### src/versat_pkg.sv
package versat_pkg;

   // word width shared by the input stream, buffer and databus
   localparam int DATA_W = 32;

   // buffer address, top bit picks the ping-pong half
   localparam int ADDR_W = 10;

   localparam int PERIOD_W = 8;
   localparam int DELAY_W  = 8;

   // burst length in words
   localparam int LEN_W = 8;

   localparam int EXT_ADDR_W = 32;
   localparam int unsigned BYTES_PER_WORD = 4;

   // store side loops
   typedef struct packed {
      logic [ADDR_W-1:0]   start;
      logic [PERIOD_W-1:0] per;
      logic [ADDR_W-1:0]   incr;
      logic [ADDR_W-1:0]   iter;
      logic [ADDR_W-1:0]   shift;
      logic [DELAY_W-1:0]  delay;
   } store_cfg_t;

   // transfer side, word count is amount_minus_one + 1
   typedef struct packed {
      logic [EXT_ADDR_W-1:0] ext_addr;
      logic [ADDR_W-1:0]     amount_minus_one;
      logic [LEN_W-1:0]      length;
      logic                  enabled;
   } xfer_cfg_t;

   // unit to memory
   typedef struct packed {
      logic                  valid;
      logic [EXT_ADDR_W-1:0] addr;
      logic [DATA_W-1:0]     wdata;
      logic [DATA_W/8-1:0]   wstrb;
      logic [LEN_W-1:0]      len;
   } databus_req_t;

   // memory to unit, last comes with ready on the final beat
   typedef struct packed {
      logic ready;
      logic last;
   } databus_rsp_t;

endpackage
### src/vwrite_unit.sv
module vwrite_unit (
   input  logic                          clk,
   input  logic                          rst,
   input  logic                          run_i,
   input  logic                          running_i,
   input  logic                          ping_pong_i,
   input  versat_pkg::store_cfg_t        store_cfg_i,
   input  versat_pkg::xfer_cfg_t         xfer_cfg_i,
   input  logic [versat_pkg::DATA_W-1:0] in_data_i,
   output logic                          done_o,
   output versat_pkg::databus_req_t      bus_req_o,
   input  versat_pkg::databus_rsp_t      bus_rsp_i,
   output logic                          buf_we_o,
   output logic [versat_pkg::ADDR_W-1:0] buf_waddr_o,
   output logic [versat_pkg::DATA_W-1:0] buf_wdata_o,
   output logic                          buf_re_o,
   output logic [versat_pkg::ADDR_W-1:0] buf_raddr_o,
   input  logic [versat_pkg::DATA_W-1:0] buf_rdata_i
);

   logic                          store_done_q;
   logic                          pp_state_q;
   logic                          gen_valid;
   logic [versat_pkg::ADDR_W-1:0] gen_addr;
   logic                          gen_done;
   logic                          xfer_valid_q;
   logic [versat_pkg::ADDR_W-1:0] xfer_addr_q;
   logic [versat_pkg::ADDR_W-1:0] xfer_addr;
   logic                          xfer_ready;
   logic                          xfer_start;
   logic                          flush;
   logic                          rd_valid;
   logic                          rd_ready;
   logic [versat_pkg::DATA_W-1:0] rd_data;
   logic                          bw_done;
   logic                          xfer_done;

   assign xfer_start = run_i && xfer_cfg_i.enabled;

   // drop in-flight words on a new run or when the accelerator stops
   assign flush = !running_i || run_i;

   always_ff @(posedge clk or posedge rst) begin
      if (rst) begin
         store_done_q <= 1'b1;
      end else if (run_i) begin
         store_done_q <= 1'b0;
      end else if (gen_done) begin
         store_done_q <= 1'b1;
      end
   end

   // halves swap on every run
   always_ff @(posedge clk or posedge rst) begin
      if (rst) begin
         pp_state_q <= 1'b0;
      end else if (run_i) begin
         pp_state_q <= ping_pong_i ? !pp_state_q : 1'b0;
      end
   end

   // transfer address counter, one word per accepted address
   always_ff @(posedge clk or posedge rst) begin
      if (rst) begin
         xfer_valid_q <= 1'b0;
         xfer_addr_q  <= '0;
      end else if (run_i) begin
         xfer_valid_q <= xfer_cfg_i.enabled;
         xfer_addr_q  <= '0;
      end else if (!running_i) begin
         xfer_valid_q <= 1'b0;
      end else if (xfer_valid_q && xfer_ready) begin
         xfer_addr_q <= xfer_addr_q + 1'b1;
         if (xfer_addr_q == xfer_cfg_i.amount_minus_one) begin
            xfer_valid_q <= 1'b0;
         end
      end
   end

   // transfer reads the half stored by the previous run
   assign xfer_addr = {ping_pong_i ? !pp_state_q : xfer_addr_q[versat_pkg::ADDR_W-1],
                       xfer_addr_q[versat_pkg::ADDR_W-2:0]};

   addr_gen u_addr_gen (
      .clk     (clk),
      .rst     (rst),
      .run_i   (run_i),
      .cfg_i   (store_cfg_i),
      .valid_o (gen_valid),
      .addr_o  (gen_addr),
      .done_o  (gen_done)
   );

   assign buf_we_o    = gen_valid;
   assign buf_waddr_o = {ping_pong_i ? pp_state_q : gen_addr[versat_pkg::ADDR_W-1],
                         gen_addr[versat_pkg::ADDR_W-2:0]};
   assign buf_wdata_o = in_data_i;

   mem_reader u_mem_reader (
      .clk        (clk),
      .rst        (rst),
      .flush_i    (flush),
      .s_valid_i  (xfer_valid_q),
      .s_ready_o  (xfer_ready),
      .s_addr_i   (xfer_addr),
      .m_valid_o  (rd_valid),
      .m_ready_i  (rd_ready),
      .m_data_o   (rd_data),
      .mem_en_o   (buf_re_o),
      .mem_addr_o (buf_raddr_o),
      .mem_data_i (buf_rdata_i)
   );

   burst_writer u_burst_writer (
      .clk          (clk),
      .rst          (rst),
      .start_i      (xfer_start),
      .cfg_i        (xfer_cfg_i),
      .data_valid_i (rd_valid),
      .data_i       (rd_data),
      .data_ready_o (rd_ready),
      .bus_req_o    (bus_req_o),
      .bus_rsp_i    (bus_rsp_i),
      .done_o       (bw_done)
   );

   // no transfer means nothing to wait for
   assign xfer_done = bw_done || !xfer_cfg_i.enabled;
   assign done_o    = store_done_q && xfer_done;

endmodule

### src/burst_writer.sv
module burst_writer (
   input  logic                          clk,
   input  logic                          rst,
   input  logic                          start_i,
   input  versat_pkg::xfer_cfg_t         cfg_i,
   input  logic                          data_valid_i,
   input  logic [versat_pkg::DATA_W-1:0] data_i,
   output logic                          data_ready_o,
   output versat_pkg::databus_req_t      bus_req_o,
   input  versat_pkg::databus_rsp_t      bus_rsp_i,
   output logic                          done_o
);

   logic                              active_q;
   logic                              done_q;
   logic [versat_pkg::ADDR_W:0]       words_left_q;
   logic [versat_pkg::EXT_ADDR_W-1:0] burst_addr_q;
   logic [versat_pkg::ADDR_W:0]       length_ext;
   logic [versat_pkg::LEN_W-1:0]      cur_len;
   logic [versat_pkg::ADDR_W:0]       cur_len_ext;
   logic [versat_pkg::EXT_ADDR_W-1:0] cur_len_words;
   logic [versat_pkg::EXT_ADDR_W-1:0] burst_bytes;
   logic                              beat;
   logic                              burst_end;

   assign length_ext = {{(versat_pkg::ADDR_W + 1 - versat_pkg::LEN_W){1'b0}}, cfg_i.length};

   // last burst carries whatever is left
   always_comb begin
      if (words_left_q < length_ext) begin
         cur_len = words_left_q[versat_pkg::LEN_W-1:0];
      end else begin
         cur_len = cfg_i.length;
      end
   end

   assign cur_len_ext   = {{(versat_pkg::ADDR_W + 1 - versat_pkg::LEN_W){1'b0}}, cur_len};
   assign cur_len_words = {{(versat_pkg::EXT_ADDR_W - versat_pkg::LEN_W){1'b0}}, cur_len};
   assign burst_bytes   = cur_len_words * versat_pkg::BYTES_PER_WORD;

   assign data_ready_o = active_q && bus_rsp_i.ready;
   assign beat         = bus_req_o.valid && bus_rsp_i.ready;
   assign burst_end    = beat && bus_rsp_i.last;

   // len is counted in words
   assign bus_req_o.valid = active_q && data_valid_i;
   assign bus_req_o.addr  = burst_addr_q;
   assign bus_req_o.wdata = data_i;
   assign bus_req_o.wstrb = '1;
   assign bus_req_o.len   = cur_len;

   assign done_o = done_q;

   always_ff @(posedge clk or posedge rst) begin
      if (rst) begin
         active_q     <= 1'b0;
         done_q       <= 1'b1;
         words_left_q <= '0;
         burst_addr_q <= '0;
      end else if (start_i) begin
         active_q     <= 1'b1;
         done_q       <= 1'b0;
         words_left_q <= {1'b0, cfg_i.amount_minus_one} + 1'b1;
         burst_addr_q <= cfg_i.ext_addr;
      end else if (burst_end) begin
         words_left_q <= words_left_q - cur_len_ext;
         burst_addr_q <= burst_addr_q + burst_bytes;
         if (words_left_q == cur_len_ext) begin
            active_q <= 1'b0;
            done_q   <= 1'b1;
         end
      end
   end

endmodule

### src/mem_reader.sv
module mem_reader (
   input  logic                          clk,
   input  logic                          rst,
   input  logic                          flush_i,
   input  logic                          s_valid_i,
   output logic                          s_ready_o,
   input  logic [versat_pkg::ADDR_W-1:0] s_addr_i,
   output logic                          m_valid_o,
   input  logic                          m_ready_i,
   output logic [versat_pkg::DATA_W-1:0] m_data_o,
   output logic                          mem_en_o,
   output logic [versat_pkg::ADDR_W-1:0] mem_addr_o,
   input  logic [versat_pkg::DATA_W-1:0] mem_data_i
);

   logic                          out_valid_q;
   logic                          skid_valid_q;
   logic                          pend_q;
   logic [versat_pkg::DATA_W-1:0] out_data_q;
   logic [versat_pkg::DATA_W-1:0] skid_data_q;
   logic [1:0]                    fill;
   logic                          pop;
   logic                          accept;
   logic                          out_free;

   // words held or in flight, never above two
   assign fill = out_valid_q + skid_valid_q + pend_q;
   assign pop  = out_valid_q && m_ready_i;

   // room if below two, or if a word leaves this cycle
   assign s_ready_o = !flush_i && ((fill != 2'd2) || pop);
   assign accept    = s_valid_i && s_ready_o;
   assign out_free  = pop || !out_valid_q;

   assign mem_en_o   = accept;
   assign mem_addr_o = s_addr_i;
   assign m_valid_o  = out_valid_q;
   assign m_data_o   = out_data_q;

   always_ff @(posedge clk or posedge rst) begin
      if (rst) begin
         out_valid_q  <= 1'b0;
         skid_valid_q <= 1'b0;
         pend_q       <= 1'b0;
      end else if (flush_i) begin
         out_valid_q  <= 1'b0;
         skid_valid_q <= 1'b0;
         pend_q       <= 1'b0;
      end else begin
         pend_q <= accept;
         if (out_free) begin
            // skid word is older than the one returning now
            out_valid_q  <= skid_valid_q || pend_q;
            skid_valid_q <= 1'b0;
         end else if (pend_q) begin
            skid_valid_q <= 1'b1;
         end
      end
   end

   always_ff @(posedge clk) begin
      if (out_free) begin
         out_data_q <= skid_valid_q ? skid_data_q : mem_data_i;
      end else if (pend_q) begin
         skid_data_q <= mem_data_i;
      end
   end

endmodule

### src/addr_gen.sv
module addr_gen (
   input  logic                          clk,
   input  logic                          rst,
   input  logic                          run_i,
   input  versat_pkg::store_cfg_t        cfg_i,
   output logic                          valid_o,
   output logic [versat_pkg::ADDR_W-1:0] addr_o,
   output logic                          done_o
);

   logic                            busy_q;
   logic                            done_q;
   logic [versat_pkg::DELAY_W-1:0]  delay_q;
   logic [versat_pkg::PERIOD_W-1:0] inner_q;
   logic [versat_pkg::ADDR_W-1:0]   outer_q;
   logic [versat_pkg::ADDR_W-1:0]   addr_q;
   logic [versat_pkg::ADDR_W-1:0]   base_q;
   logic [versat_pkg::ADDR_W-1:0]   next_base;
   logic                            step;
   logic                            inner_last;
   logic                            outer_last;

   // one address per cycle once the delay has run out
   assign step = busy_q && (delay_q == '0);

   // a period or iteration count of zero acts like one
   assign inner_last = (inner_q + 1'b1 >= cfg_i.per);
   assign outer_last = (outer_q + 1'b1 >= cfg_i.iter);

   assign next_base = base_q + cfg_i.shift;

   assign valid_o = step;
   assign addr_o  = addr_q;
   assign done_o  = done_q;

   always_ff @(posedge clk or posedge rst) begin
      if (rst) begin
         busy_q  <= 1'b0;
         done_q  <= 1'b1;
         delay_q <= '0;
         inner_q <= '0;
         outer_q <= '0;
      end else if (run_i) begin
         busy_q  <= 1'b1;
         done_q  <= 1'b0;
         delay_q <= cfg_i.delay;
         inner_q <= '0;
         outer_q <= '0;
      end else if (busy_q) begin
         if (delay_q != '0) begin
            delay_q <= delay_q - 1'b1;
         end else if (!inner_last) begin
            inner_q <= inner_q + 1'b1;
         end else if (!outer_last) begin
            inner_q <= '0;
            outer_q <= outer_q + 1'b1;
         end else begin
            // last address of the outer loop went out this cycle
            busy_q <= 1'b0;
            done_q <= 1'b1;
         end
      end
   end

   // running address, base tracks start + i*shift
   always_ff @(posedge clk) begin
      if (run_i) begin
         addr_q <= cfg_i.start;
         base_q <= cfg_i.start;
      end else if (step) begin
         if (!inner_last) begin
            addr_q <= addr_q + cfg_i.incr;
         end else begin
            base_q <= next_base;
            addr_q <= next_base;
         end
      end
   end

endmodule

### config.mk
export PLATFORM = sky130hd
export DESIGN_NAME = vwrite_unit
export DESIGN_NICKNAME = d
export VERILOG_FILES = /design/src/versat_pkg.sv /design/src/vwrite_unit.sv /design/src/burst_writer.sv /design/src/mem_reader.sv /design/src/addr_gen.sv
export SDC_FILE = /design/constraint.sdc
export NUM_CORES = 1
export LEC_CHECK = 0
export ABC_AREA = 1
export ABC_CLOCK_PERIOD_IN_PS = 7600
export BUFFER_PORTS_ARGS = -buffer_cell sky130_fd_sc_hd__buf_2
export CELL_PAD_IN_SITES_DETAIL_PLACEMENT = 1
export CELL_PAD_IN_SITES_GLOBAL_PLACEMENT = 1
export CORE_MARGIN = 8
export CORE_UTILIZATION = 42
export DETAILED_ROUTE_END_ITERATION = 12
export PLACE_DENSITY_LB_ADDON = 0.1
export SYNTH_ARGS = -nofsm -noshare
export SYNTH_HDL_FRONTEND = slang
export SYNTH_SLANG_ARGS = --single-unit
### constraint.sdc
create_clock -name clk -period 7.6 [get_ports clk]
set_clock_uncertainty 0.15 [all_clocks]
set_input_delay 0.76 -clock clk [delete_from_list [all_inputs] [get_ports clk]]
set_output_delay 0.76 -clock clk [all_outputs]
set_load 0.05 [all_outputs]
==> impl_metrics.py, run 1 <==
metrics = {
    "cells_and_area": {
        "post-route-util_pct": 49.17,
        "regArea_sq_um": 4753,
        "multiInputGateArea_sq_um": 5867,
        "drive_above_1_share_pct": 19.51,
        "stdcell_count": 2155,
        "final_common_cell": "nand2_1",
        "layout_common_cells": "511 x nand2_1, 241 x buf_2, 173 x inv_1, 124 x nor2_1, 118 x nand3_1",
        "nets": 2008,
        "fillers": 3601,
        "area_growth_syn_to_layout_pct": 15.05,
    },
    "timing": {
        "fin_crit_ns": 3.814,
        "setup_violations": 0,
        "relSlewSlack_pct": 28.34,
        "finalMaxSlewViolations": 0,
        "fin_crit_sh_pct": 50.19,
        "timing.hold.ws_ns": 0.2313,
        "rsz0062_at_grt": "no",
        "fmax_mhz": 262.2,
        "setup_tns_ns": 0,
        "hold_viol": 0,
        "worst_slew_pin_slew_ns": 1.072,
    },
    "cts": {
        "post_cts.repair.setup_buffers": 0,
        "cts_max_path_buffers": 2,
        "clock_latency_ns": 0.44,
        "ctsResizeCount": 0,
        "cts-root-buf": "clkbuf_16",
        "cts.sinks": 173,
        "path_clk_slew_ns": 0.08,
        "htree_num_levels": 4,
        "tritoncts": "yes",
        "cts_buffers": 17,
        "cts_hold_buf": 0,
    },
    "setup_path": {
        "endpoint_kind": "register",
        "critPathKind": "input pin to register",
        "r2r-start": "u_burst_writer.words_left_q[4]",
        "worstPathArrival_ns": 3.93,
        "startpoint": "run_i",
        "path_max_fanout": 66,
        "cp_data_required_time_ns": 7.72,
        "cp-start-kind": "input pin",
    },
    "power": {
        "power_density_nw_per_um2": 258.9,
        "vdd_drop_max_uv": 117.7,
        "switching_power_mw": 1.584,
        "p_int_mw": 1.963,
        "combPwrFrac_pct": 39.0,
        "power_frac_seq_pct": 34.1,
        "leakage_nw": 7.112,
        "swShare_pct": 44.64,
        "p_total_mw": 3.547,
        "p_clk_share_pct": 26.9,
    },
    "drt": {
        "ant_nets": 0,
        "drt_wl_total_mm": 37.42,
        "wire_per_inst_um": 17.37,
        "first_pass_iters": 5,
        "via_per_inst": 5.146,
        "drc_errors": 0,
        "first_iter_violations": 475,
        "dr_total_vias": 11089,
    },
    "floorplanning": {
        "ios": 310,
        "floorplan.initialDensity_pct": 42.74,
        "core-area_sq_um": 27860,
        "rows": 61,
        "die-area_sq_um": 33990,
        "die_width_um": 184.4,
        "die_y_um": 184.4,
    },
    "global_route": {
        "grt_max_degree": 67,
        "grt_overflow": 0,
        "grt_pass1_wl_mm": 59.57,
        "antenna_found_initial": 8,
        "grt_usage_pct": 21.78,
        "grt_pass1_vias": 11611,
    },
    "yosys": {
        "synth.distinct_cells": 52,
        "syn_area_per_cell_sq_um": 7.531,
        "synth.cell_area_sq_um": 11910,
        "yosys_warnings": 0,
        "synth_seq_cells": 173,
        "yosysSeqAreaShare_pct": 39.92,
        "synth_cells": 1581,
    },
    "min_path": {
        "hp-class": "input pin to asynchronous set/reset pin",
    },
    "run_status": {
        "outcome": "complete, no violations",
    },
    "place": {
        "dpl.cell_count": 2119,
        "gp_congestion": 0.8797,
        "dp_hpwl_mm": 28.63,
        "numPortBuffers": 241,
    },
    "job": {
        "cap_violations": 0,
    },
}
==> worst max-delay path, stage by stage <==
cell,delay [ns]
buf_2,0.32
nand2_2,0.15
buf_4,0.58
nand2_1,0.82
inv_2,0.97
nor2_1,0.10
nand2_1,0.10
o21ai_0,0.08
==> flip-flops by register name, summed over array words and instances, names as in the netlist, 8 cells and up <==
| signal | flops |
|---|---|
| u_addr_gen.outer_q | 10 |
| u_mem_reader.m_data_o | 32 |
| u_mem_reader.skid_data_q | 32 |
| u_addr_gen.delay_q | 8 |
| u_addr_gen.inner_q | 8 |
| u_burst_writer.burst_addr_q | 32 |
| xfer_addr_q | 10 |
| u_addr_gen.base_q | 10 |
| u_burst_writer.words_left_q | 11 |
| u_addr_gen.addr_o | 10 |
==> Yosys cell counts, drive strengths merged <==
library cell / number / area share [%]
nand3b: 6 / 0.48
o22ai: 9 / 0.47
o2111ai: 1 / 0.074
dfstp: 3 / 0.66
o311ai: 1 / 0.074
nand3: 126 / 5.6
edfxtp: 84 / 21
a21oi: 67 / 2.8
nand2: 524 / 17
nor4: 2 / 0.11
fa: 5 / 0.84
nor3: 19 / 1.2
buf: 80 / 4.6
o21a: 1 / 0.063
a22oi: 6 / 0.38
a31oi: 13 / 0.68
ha: 65 / 6.8
dfrtp: 86 / 18
o21bai: 5 / 0.32
a211oi: 1 / 0.063
inv: 187 / 5.9
or2: 6 / 0.32
o21ai: 63 / 2.6
clkbuf: 10 / 0.32
conb: 1 / 0.031
xor2: 22 / 1.7
xnor2: 5 / 0.37
o211ai: 6 / 0.38
nor3b: 1 / 0.063
and2: 1 / 0.053
clkinv: 2 / 0.11
nor2: 136 / 4.6
nand4: 36 / 2.0
a31o: 1 / 0.074
==> area by class of cell <==
type	instances	share of cell area [%]
multi-input cells	1132	42.83
flip-flops and latches	173	34.70
repair buffers	247	9.134
inverters	189	5.252
well taps	378	3.453
clock buffers	17	3.106
clock inverters	15	1.452
diodes	4	0.07307
==> per-layer routing <==
metal  wire, um  track usage, %  vias up
li1           -               -     5475
met1      16630           27.57     5334
met2      17990           36.76      226
met3       2210           5.533       44
met4        515           5.195       10
met5         70               0        -
==> power by group through the flow <==
stage	registers, mW	logic, mW	clock network (mW)
after floorplan	1.39	0.880	0
final	1.21	1.38	0.954
after detailed placement	1.23	1.38	0
after global routing	1.23	1.54	1.01
after global placement	1.23	1.34	0
after CTS	1.21	1.39	0.976
==> logic make-up (layout without fill, tap and decap cells) <==
kind of cell | after synthesis | count (layout) | share of synthesized area (%)
AOI/OAI and AO/OA | 174 | 174 | 8.039
adders and majority gates | 70 | 70 | 7.671
other | 1 | 8 | 0.03150
DFF | 173 | 173 | 39.92
buffers and inverters | 279 | 468 | 10.94
xor gates and xnor gates | 27 | 27 | 2.049
and+or+nand+nor | 857 | 857 | 31.35
==> metrics by stage <==
step	area, sq um	setup WS (ns)
2_1_floorplan	11920	3.361
3_3_place_gp	13060	3.397
3_5_place_dp	13060	3.281
4_1_cts	13690	3.724
5_1_grt	13690	3.392
6_report	13700	3.786
==> worst paths after layout <==
check                           depth (start not counted)                               to  slack, ns
worst min-delay path                                    2                       pp_state_q       0.23
max in group asynchronous                               3  u_burst_writer.burst_addr_q[30]       5.93
worst min register to register                          2   u_burst_writer.burst_addr_q[0]       0.34
worst max-delay path                                    8  u_burst_writer.burst_addr_q[18]       3.79
min in group clk                                        2   u_burst_writer.burst_addr_q[0]       0.34
worst max register to register                         19  u_burst_writer.burst_addr_q[18]       3.83
(Power assumes the default switching activity.)
==> run 2: changes to the inputs <==
--- a/config.mk
+++ b/config.mk
@@ -6,12 +6,12 @@
 export NUM_CORES = 1
 export LEC_CHECK = 0
 export ABC_AREA = 1
-export ABC_CLOCK_PERIOD_IN_PS = 7600
+export ABC_CLOCK_PERIOD_IN_PS = 3100
 export BUFFER_PORTS_ARGS = -buffer_cell sky130_fd_sc_hd__buf_2
 export CELL_PAD_IN_SITES_DETAIL_PLACEMENT = 1
 export CELL_PAD_IN_SITES_GLOBAL_PLACEMENT = 1
 export CORE_MARGIN = 8
-export CORE_UTILIZATION = 42
+export CORE_UTILIZATION = 35
 export DETAILED_ROUTE_END_ITERATION = 12
 export PLACE_DENSITY_LB_ADDON = 0.1
 export SYNTH_ARGS = -nofsm -noshare
==> constraint.sdc (replaced) <==
create_clock -name clk -period 3.1 [get_ports clk]
set_clock_uncertainty 0.15 [all_clocks]
set_input_delay 0.31 -clock clk [delete_from_list [all_inputs] [get_ports clk]]
set_output_delay 0.31 -clock clk [all_outputs]
set_load 0.05 [all_outputs]
==> impl_metrics.py, run 2 (same netlist as run 1, synthesis figures left out) <==
metrics = {
    "run_status": {
        "outcome": "complete, no violations",
    },
    "cells_and_area": {
        "final_common_cell": "nand2_1",
        "multiInputGateArea_sq_um": 6365,
        "regArea_sq_um": 4755,
        "layout_common_cells": "482 x nand2_1, 241 x buf_2, 169 x inv_1, 116 x nor2_1, 110 x nand3_1",
        "fillers": 4171,
        "drive_above_1_share_pct": 25.63,
        "fin_area_sq_um": 15140,
        "stdcell_count": 2323,
        "nets": 2108,
        "area_growth_syn_to_layout_pct": 27.14,
    },
    "setup_path": {
        "cp_data_required_time_ns": 3.27,
        "max_stage_delay_ns": 0.43,
        "crit_chain": "ha_4, a21oi_2, o21ai_2, nand2_2, nand3_4, o21ai_4, ha_4, inv_2, fa_2, inv_2, nand3_2, nand3_4, nand2_4, nand2_4, nand2_1, nand2_1, nand3_1, nand2_1, o21ai_0",
        "critPathBufInv": 2,
        "endpoint_kind": "register",
        "worstPathArrival_ns": 3.16,
        "cp-start-kind": "register",
        "cp_slowest_cell": "dfrtp_1",
        "critPathKind": "register to register",
        "path_max_fanout": 5,
        "path_common_cell": "nand2_1",
        "cp_top_family": "simple AND/OR/NAND/NOR gates",
    },
    "timing": {
        "rsz0062_at_grt": "yes",
        "setup_violations": 0,
        "timing.hold.ws_ns": 0.02173,
        "fin_crit_ns": 2.990,
        "relSlewSlack_pct": 40.85,
        "fin_crit_sh_pct": 96.46,
        "worst_slew_pin_slew_ns": 0.8859,
        "fmax_mhz": 334.4,
        "finalMaxSlewViolations": 0,
        "hold_viol": 0,
    },
    "place": {
        "numPortBuffers": 241,
        "dp_hpwl_mm": 30.88,
        "dpl.cell_count": 2225,
        "gp_congestion": 0.8583,
        "place_area_sq_um": 13550,
    },
    "drt": {
        "dr_total_vias": 11432,
        "via_per_inst": 4.921,
        "drt_wl_total_mm": 41.33,
        "first_iter_violations": 523,
        "drc_errors": 0,
        "wire_per_inst_um": 17.79,
        "first_pass_iters": 5,
        "ant_nets": 0,
    },
    "power": {
        "leakage_nw": 7.617,
        "swShare_pct": 43.93,
        "p_clk_share_pct": 23.1,
        "combPwrFrac_pct": 45.3,
        "p_int_mw": 5.289,
        "power_density_nw_per_um2": 623.1,
        "vdd_drop_max_uv": 439.7,
        "switching_power_mw": 4.143,
        "power_frac_seq_pct": 31.5,
    },
    "cts": {
        "cts.sinks": 173,
        "htree_num_levels": 4,
        "cts-root-buf": "clkbuf_16",
        "cts_max_path_buffers": 2,
        "tritoncts": "yes",
        "cts_buffers": 17,
        "clock_latency_ns": 0.45,
        "path_clk_slew_ns": 0.08,
    },
    "global_route": {
        "grt_pass1_vias": 12152,
        "grt_overflow": 0,
        "grt_max_degree": 65,
        "antenna_found_initial": 8,
        "grt_usage_pct": 20.23,
        "grt_pass1_wl_mm": 66.26,
    },
    "floorplanning": {
        "ios": 310,
        "die_width_um": 200.4,
        "die_y_um": 200.4,
        "die-area_sq_um": 40180,
        "rows": 67,
        "core-area_sq_um": 33530,
        "floorplan.initialDensity_pct": 35.51,
    },
    "min_path": {
        "hp-class": "input pin to register",
    },
    "job": {
        "cap_violations": 0,
    },
}
==> run 2: per-layer routing <==
layer	routed length (um)	track usage, %	part of all wire [%]	vias up
li1	-	-	-	5656
met1	19020	26.33	46	5497
met2	19450	32.76	47	226
met3	2299	6.132	5.6	41
met4	480	4.336	1.2	12
met5	77	0	0.19	-
==> run 2: path summary, 6_finish.rpt <==
| path | start | to | slack (ns) | cells after the start |
|---|---|---|---|---|
| setup / recovery | u_burst_writer.words_left_q[6] | u_burst_writer.burst_addr_q[18] | 0.11 | 19 |
| hold / removal | store_cfg_i[50] | u_addr_gen.addr_o[4] | 0.02 | 3 |
| setup reg to reg | u_burst_writer.words_left_q[6] | u_burst_writer.burst_addr_q[18] | 0.11 | 19 |
| hold reg to reg | store_done_q | store_done_q | 0.34 | 2 |
| max in group asynchronous | rst | u_burst_writer.burst_addr_q[25] | 1.75 | 4 |
| min in group asynchronous | rst | xfer_addr_q[7] | 0.33 | 3 |
==> run 2: repair_timing <==
| item | in CTS | in global routing |
|---|---|---|
| pin swaps | 0 | 23 |
| gates resized for setup | 7 | 75 |
| endpoints found under the hold margin | 110 | 0 |
| setup buffers | 0 | 16 |
| hold buffers | 47 | 0 |
| setup endpoints to repair | 16 | 63 |
| cloned | 0 | 1 |
==> run 2: per-stage QoR <==
stage / utilization [%] / power (mW) / setup TNS, ns / worst slack (ns)
final: 45.15 / 9.432 / 0 / 0.1097
after global routing: 45.14 / 10.07 / -0.4215 / -0.05669
after CTS: 43.63 / 8.984 / -0.002435 / -0.002435
after detailed placement: 40.42 / 6.682 / -1.501 / -0.1320
after global placement: 40.42 / 6.614 / -0.1424 / -0.04644
after floorplan: - / 5.644 / -0.1436 / -0.03642
==> run 2: power groups by stage <==
stage	clock network, mW	registers [mW]	logic [mW]
floorplan	0	3.41	2.24
CTS	2.25	2.95	3.79
global route	2.33	3.02	4.72
detailed placement	0	2.99	3.69
finish	2.18	2.97	4.28
global placement	0	2.99	3.62
==> run 2: cell type report <==
class / instances / share of cell area [%]
antenna: 2 / 0.03306
clock buffer: 18 / 2.835
clock inverter: 14 / 0.9505
inverter: 189 / 4.752
multi-input combinational: 1133 / 42.04
sequential: 173 / 31.41
tap: 448 / 3.703
timing repair buffer: 346 / 14.27
==> run 2: worst reg2reg max path: stages, from the launching register on <==
cell and delay [ns]:
dfrtp_1 0.43, ha_4 0.24, a21oi_2 0.15, o21ai_2 0.09, nand2_2 0.14, nand3_4 0.12
o21ai_4 0.26, ha_4 0.19, inv_2 0.04, fa_2 0.33, inv_2 0.07, nand3_2 0.08
nand3_4 0.11, nand2_4 0.07, nand2_4 0.09, nand2_1 0.05, nand2_1 0.05, nand3_1 0.07
nand2_1 0.07, o21ai_0 0.08
==> run 3: changes to the inputs <==
--- a/config.mk
+++ b/config.mk
@@ -6,12 +6,12 @@
 export NUM_CORES = 1
 export LEC_CHECK = 0
 export ABC_AREA = 1
-export ABC_CLOCK_PERIOD_IN_PS = 3100
+export ABC_CLOCK_PERIOD_IN_PS = 3250
 export BUFFER_PORTS_ARGS = -buffer_cell sky130_fd_sc_hd__buf_2
 export CELL_PAD_IN_SITES_DETAIL_PLACEMENT = 1
 export CELL_PAD_IN_SITES_GLOBAL_PLACEMENT = 1
 export CORE_MARGIN = 8
-export CORE_UTILIZATION = 35
+export CORE_UTILIZATION = 39
 export DETAILED_ROUTE_END_ITERATION = 12
 export PLACE_DENSITY_LB_ADDON = 0.1
 export SYNTH_ARGS = -nofsm -noshare
==> constraint.sdc (replaced) <==
create_clock -name clk -period 3.25 [get_ports clk]
set_clock_uncertainty 0.15 [all_clocks]
set_input_delay 0.325 -clock clk [delete_from_list [all_inputs] [get_ports clk]]
set_output_delay 0.325 -clock clk [all_outputs]
set_load 0.05 [all_outputs]
==> impl_metrics.py, run 3 (same netlist as run 1, synthesis figures left out) <==
metrics = {
    "cells_and_area": {
        "area_growth_syn_to_layout_pct": 22.74,
        "drive_above_1_share_pct": 22.49,
        "layout_common_cells": "501 x nand2_1, 241 x buf_2, 173 x inv_1, 120 x nor2_1, 116 x nand3_1",
        "final_common_cell": "nand2_1",
        "nets": 2076,
    },
    "drt": {
        "wire_per_inst_um": 17.50,
        "via_per_inst": 5.078,
        "drc_errors": 0,
        "first_pass_iters": 5,
        "first_iter_violations": 542,
        "ant_nets": 0,
        "dr_total_vias": 11384,
        "drt_wl_total_mm": 39.24,
    },
    "place": {
        "dp_hpwl_mm": 29.93,
        "gp_congestion": 0.8741,
        "dp_slack_ns": -0.07589,
        "numPortBuffers": 241,
    },
    "floorplanning": {
        "floorplan.initialDensity_pct": 39.23,
        "die_width_um": 190.7,
        "die_y_um": 190.7,
        "core-area_sq_um": 30350,
        "die-area_sq_um": 36380,
        "rows": 64,
        "ios": 310,
    },
    "timing": {
        "worst_slew_pin_slew_ns": 0.8700,
        "relSlewSlack_pct": 41.91,
        "hold_viol": 0,
        "setup_slack_ns": 0.1943,
        "setup_violations": 0,
        "fmax_mhz": 327.3,
        "fin_crit_ns": 3.056,
        "finalMaxSlewViolations": 0,
        "setup_tns_ns": 0,
        "fin_crit_sh_pct": 94.02,
    },
    "power": {
        "p_clk_share_pct": 25.2,
        "p_int_mw": 4.813,
        "switching_power_mw": 3.805,
        "leakage_nw": 7.446,
        "vdd_drop_max_uv": 333.6,
        "p_total_mw": 8.618,
        "swShare_pct": 44.15,
        "power_frac_seq_pct": 32.8,
        "combPwrFrac_pct": 42.0,
        "power_density_nw_per_um2": 589.7,
    },
    "cts": {
        "tritoncts": "yes",
        "cts_buffers": 17,
        "htree_num_levels": 4,
        "clock_latency_ns": 0.44,
        "cts_max_path_buffers": 2,
        "cts-root-buf": "clkbuf_16",
        "cts.sinks": 173,
        "path_clk_slew_ns": 0.07,
    },
    "global_route": {
        "grt_max_degree": 53,
        "grt_pass1_vias": 12086,
        "grt_pass1_wl_mm": 63.16,
        "grt_usage_pct": 21.52,
        "antenna_found_initial": 8,
        "grt_overflow": 0,
    },
    "run_status": {
        "outcome": "complete, no violations",
    },
    "setup_path": {
        "cp_data_required_time_ns": 3.40,
        "path_max_fanout": 6,
        "endpoint_kind": "register",
        "regToRegSetupSlack_ns": 0.19,
        "critPathKind": "register to register",
        "cp-start-kind": "register",
        "worstPathArrival_ns": 3.20,
        "r2r_cells": 19,
    },
    "min_path": {
        "hp-class": "input pin to register",
        "hold_depth": 3,
    },
    "job": {
        "cap_violations": 0,
    },
}
## run 3: cell count changes in the layout (fill, tap and decap cells not counted), moves of 6 or more
| cell | change |
|---|---|
| ha_1 | +7 |
| nand2_2 | -15 |
| dlygate4sd3_1 | -9 |
| nand2_1 | +19 |
| nand3_1 | +6 |
| buf_4 | -18 |
| ha_4 | -7 |
| clkinv_8 | +6 |
## run 3: layer usage
layer	part of all wire, %	vias up	track usage, %	wire, um
met4	2.4	6	6.683	949
met3	5.5	55	4.517	2156
li1	-	5602	-	-
met1	44	5462	27.99	17440
met2	48	259	35.38	18670
met5	0.082	-	0	32
## run 3: final cells by class
type,count,area [sq um]
Timing Repair Buffer,315,1882
Fill cell,3851,15740
Tap cell,396,495.5
Clock inverter,15,209.0
Multi-Input combinational cell,1132,6117
Inverter,189,719.4
Clock buffer,17,425.4
Antenna cell,5,12.51
Sequential cell,173,4753
## run 3: what timing repair did
| action | 4_1_cts | 5_1_grt |
|---|---|---|
| buffers inserted | 0 | 3 |
| pin swaps | 0 | 5 |
| resized for setup | 2 | 41 |
| hold buffers | 38 | 0 |
| endpoints found under the setup margin | 1 | 38 |
| hold endpoints to repair | 82 | 0 |
## run 3: through the flow
step | hold slack (ns) | util, % | cell area, sq um | cells
after global routing | 0.02242 | 48.14 | 14610 | 2241
after global placement | 0.2791 | 43.98 | 13350 | 2164
after floorplan | 0.2739 | - | 11950 | 1584
final | 0.01241 | 48.15 | 14610 | 2242
after detailed placement | 0.2893 | 43.98 | 13350 | 2164
after CTS | 0.006341 | 47.35 | 14370 | 2234
## run 3: power by group through the flow
stage | Sequential (mW) | Clock (mW) | Combinational (mW)
after detailed placement | 2.84 | 0 | 3.39
after global routing | 2.86 | 2.30 | 4.03
after global placement | 2.85 | 0 | 3.30
final | 2.83 | 2.17 | 3.62
after floorplan | 3.25 | 0 | 2.08
after CTS | 2.81 | 2.23 | 3.44
## run 3: critical path, stage by stage (launching register included)
cell and delay, ns:
dfrtp_1 0.40, ha_1 0.30, a21oi_1 0.17, o21ai_2 0.07
nand2_2 0.08, nand3_4 0.11, o21ai_4 0.24, ha_4 0.17
inv_1 0.05, fa_2 0.35, inv_1 0.09, nand3_1 0.08
nand3_2 0.10, nand2_1 0.08, nand2_2 0.11, nand2_1 0.08
nand2_1 0.07, nand3_1 0.07, nand2_1 0.07, o21ai_0 0.07
## run 3: path summary, 6_finish.rpt
kind / start / end
hold reg to reg: u_burst_writer.done_o / u_burst_writer.done_o
hold / removal: store_cfg_i[2] / u_addr_gen.delay_q[2]
setup / recovery: u_burst_writer.words_left_q[4] / u_burst_writer.burst_addr_q[18]
min in group asynchronous: rst / u_burst_writer.burst_addr_q[6]
max in group asynchronous: rst / u_addr_gen.done_o
setup reg to reg: u_burst_writer.words_left_q[4] / u_burst_writer.burst_addr_q[18]
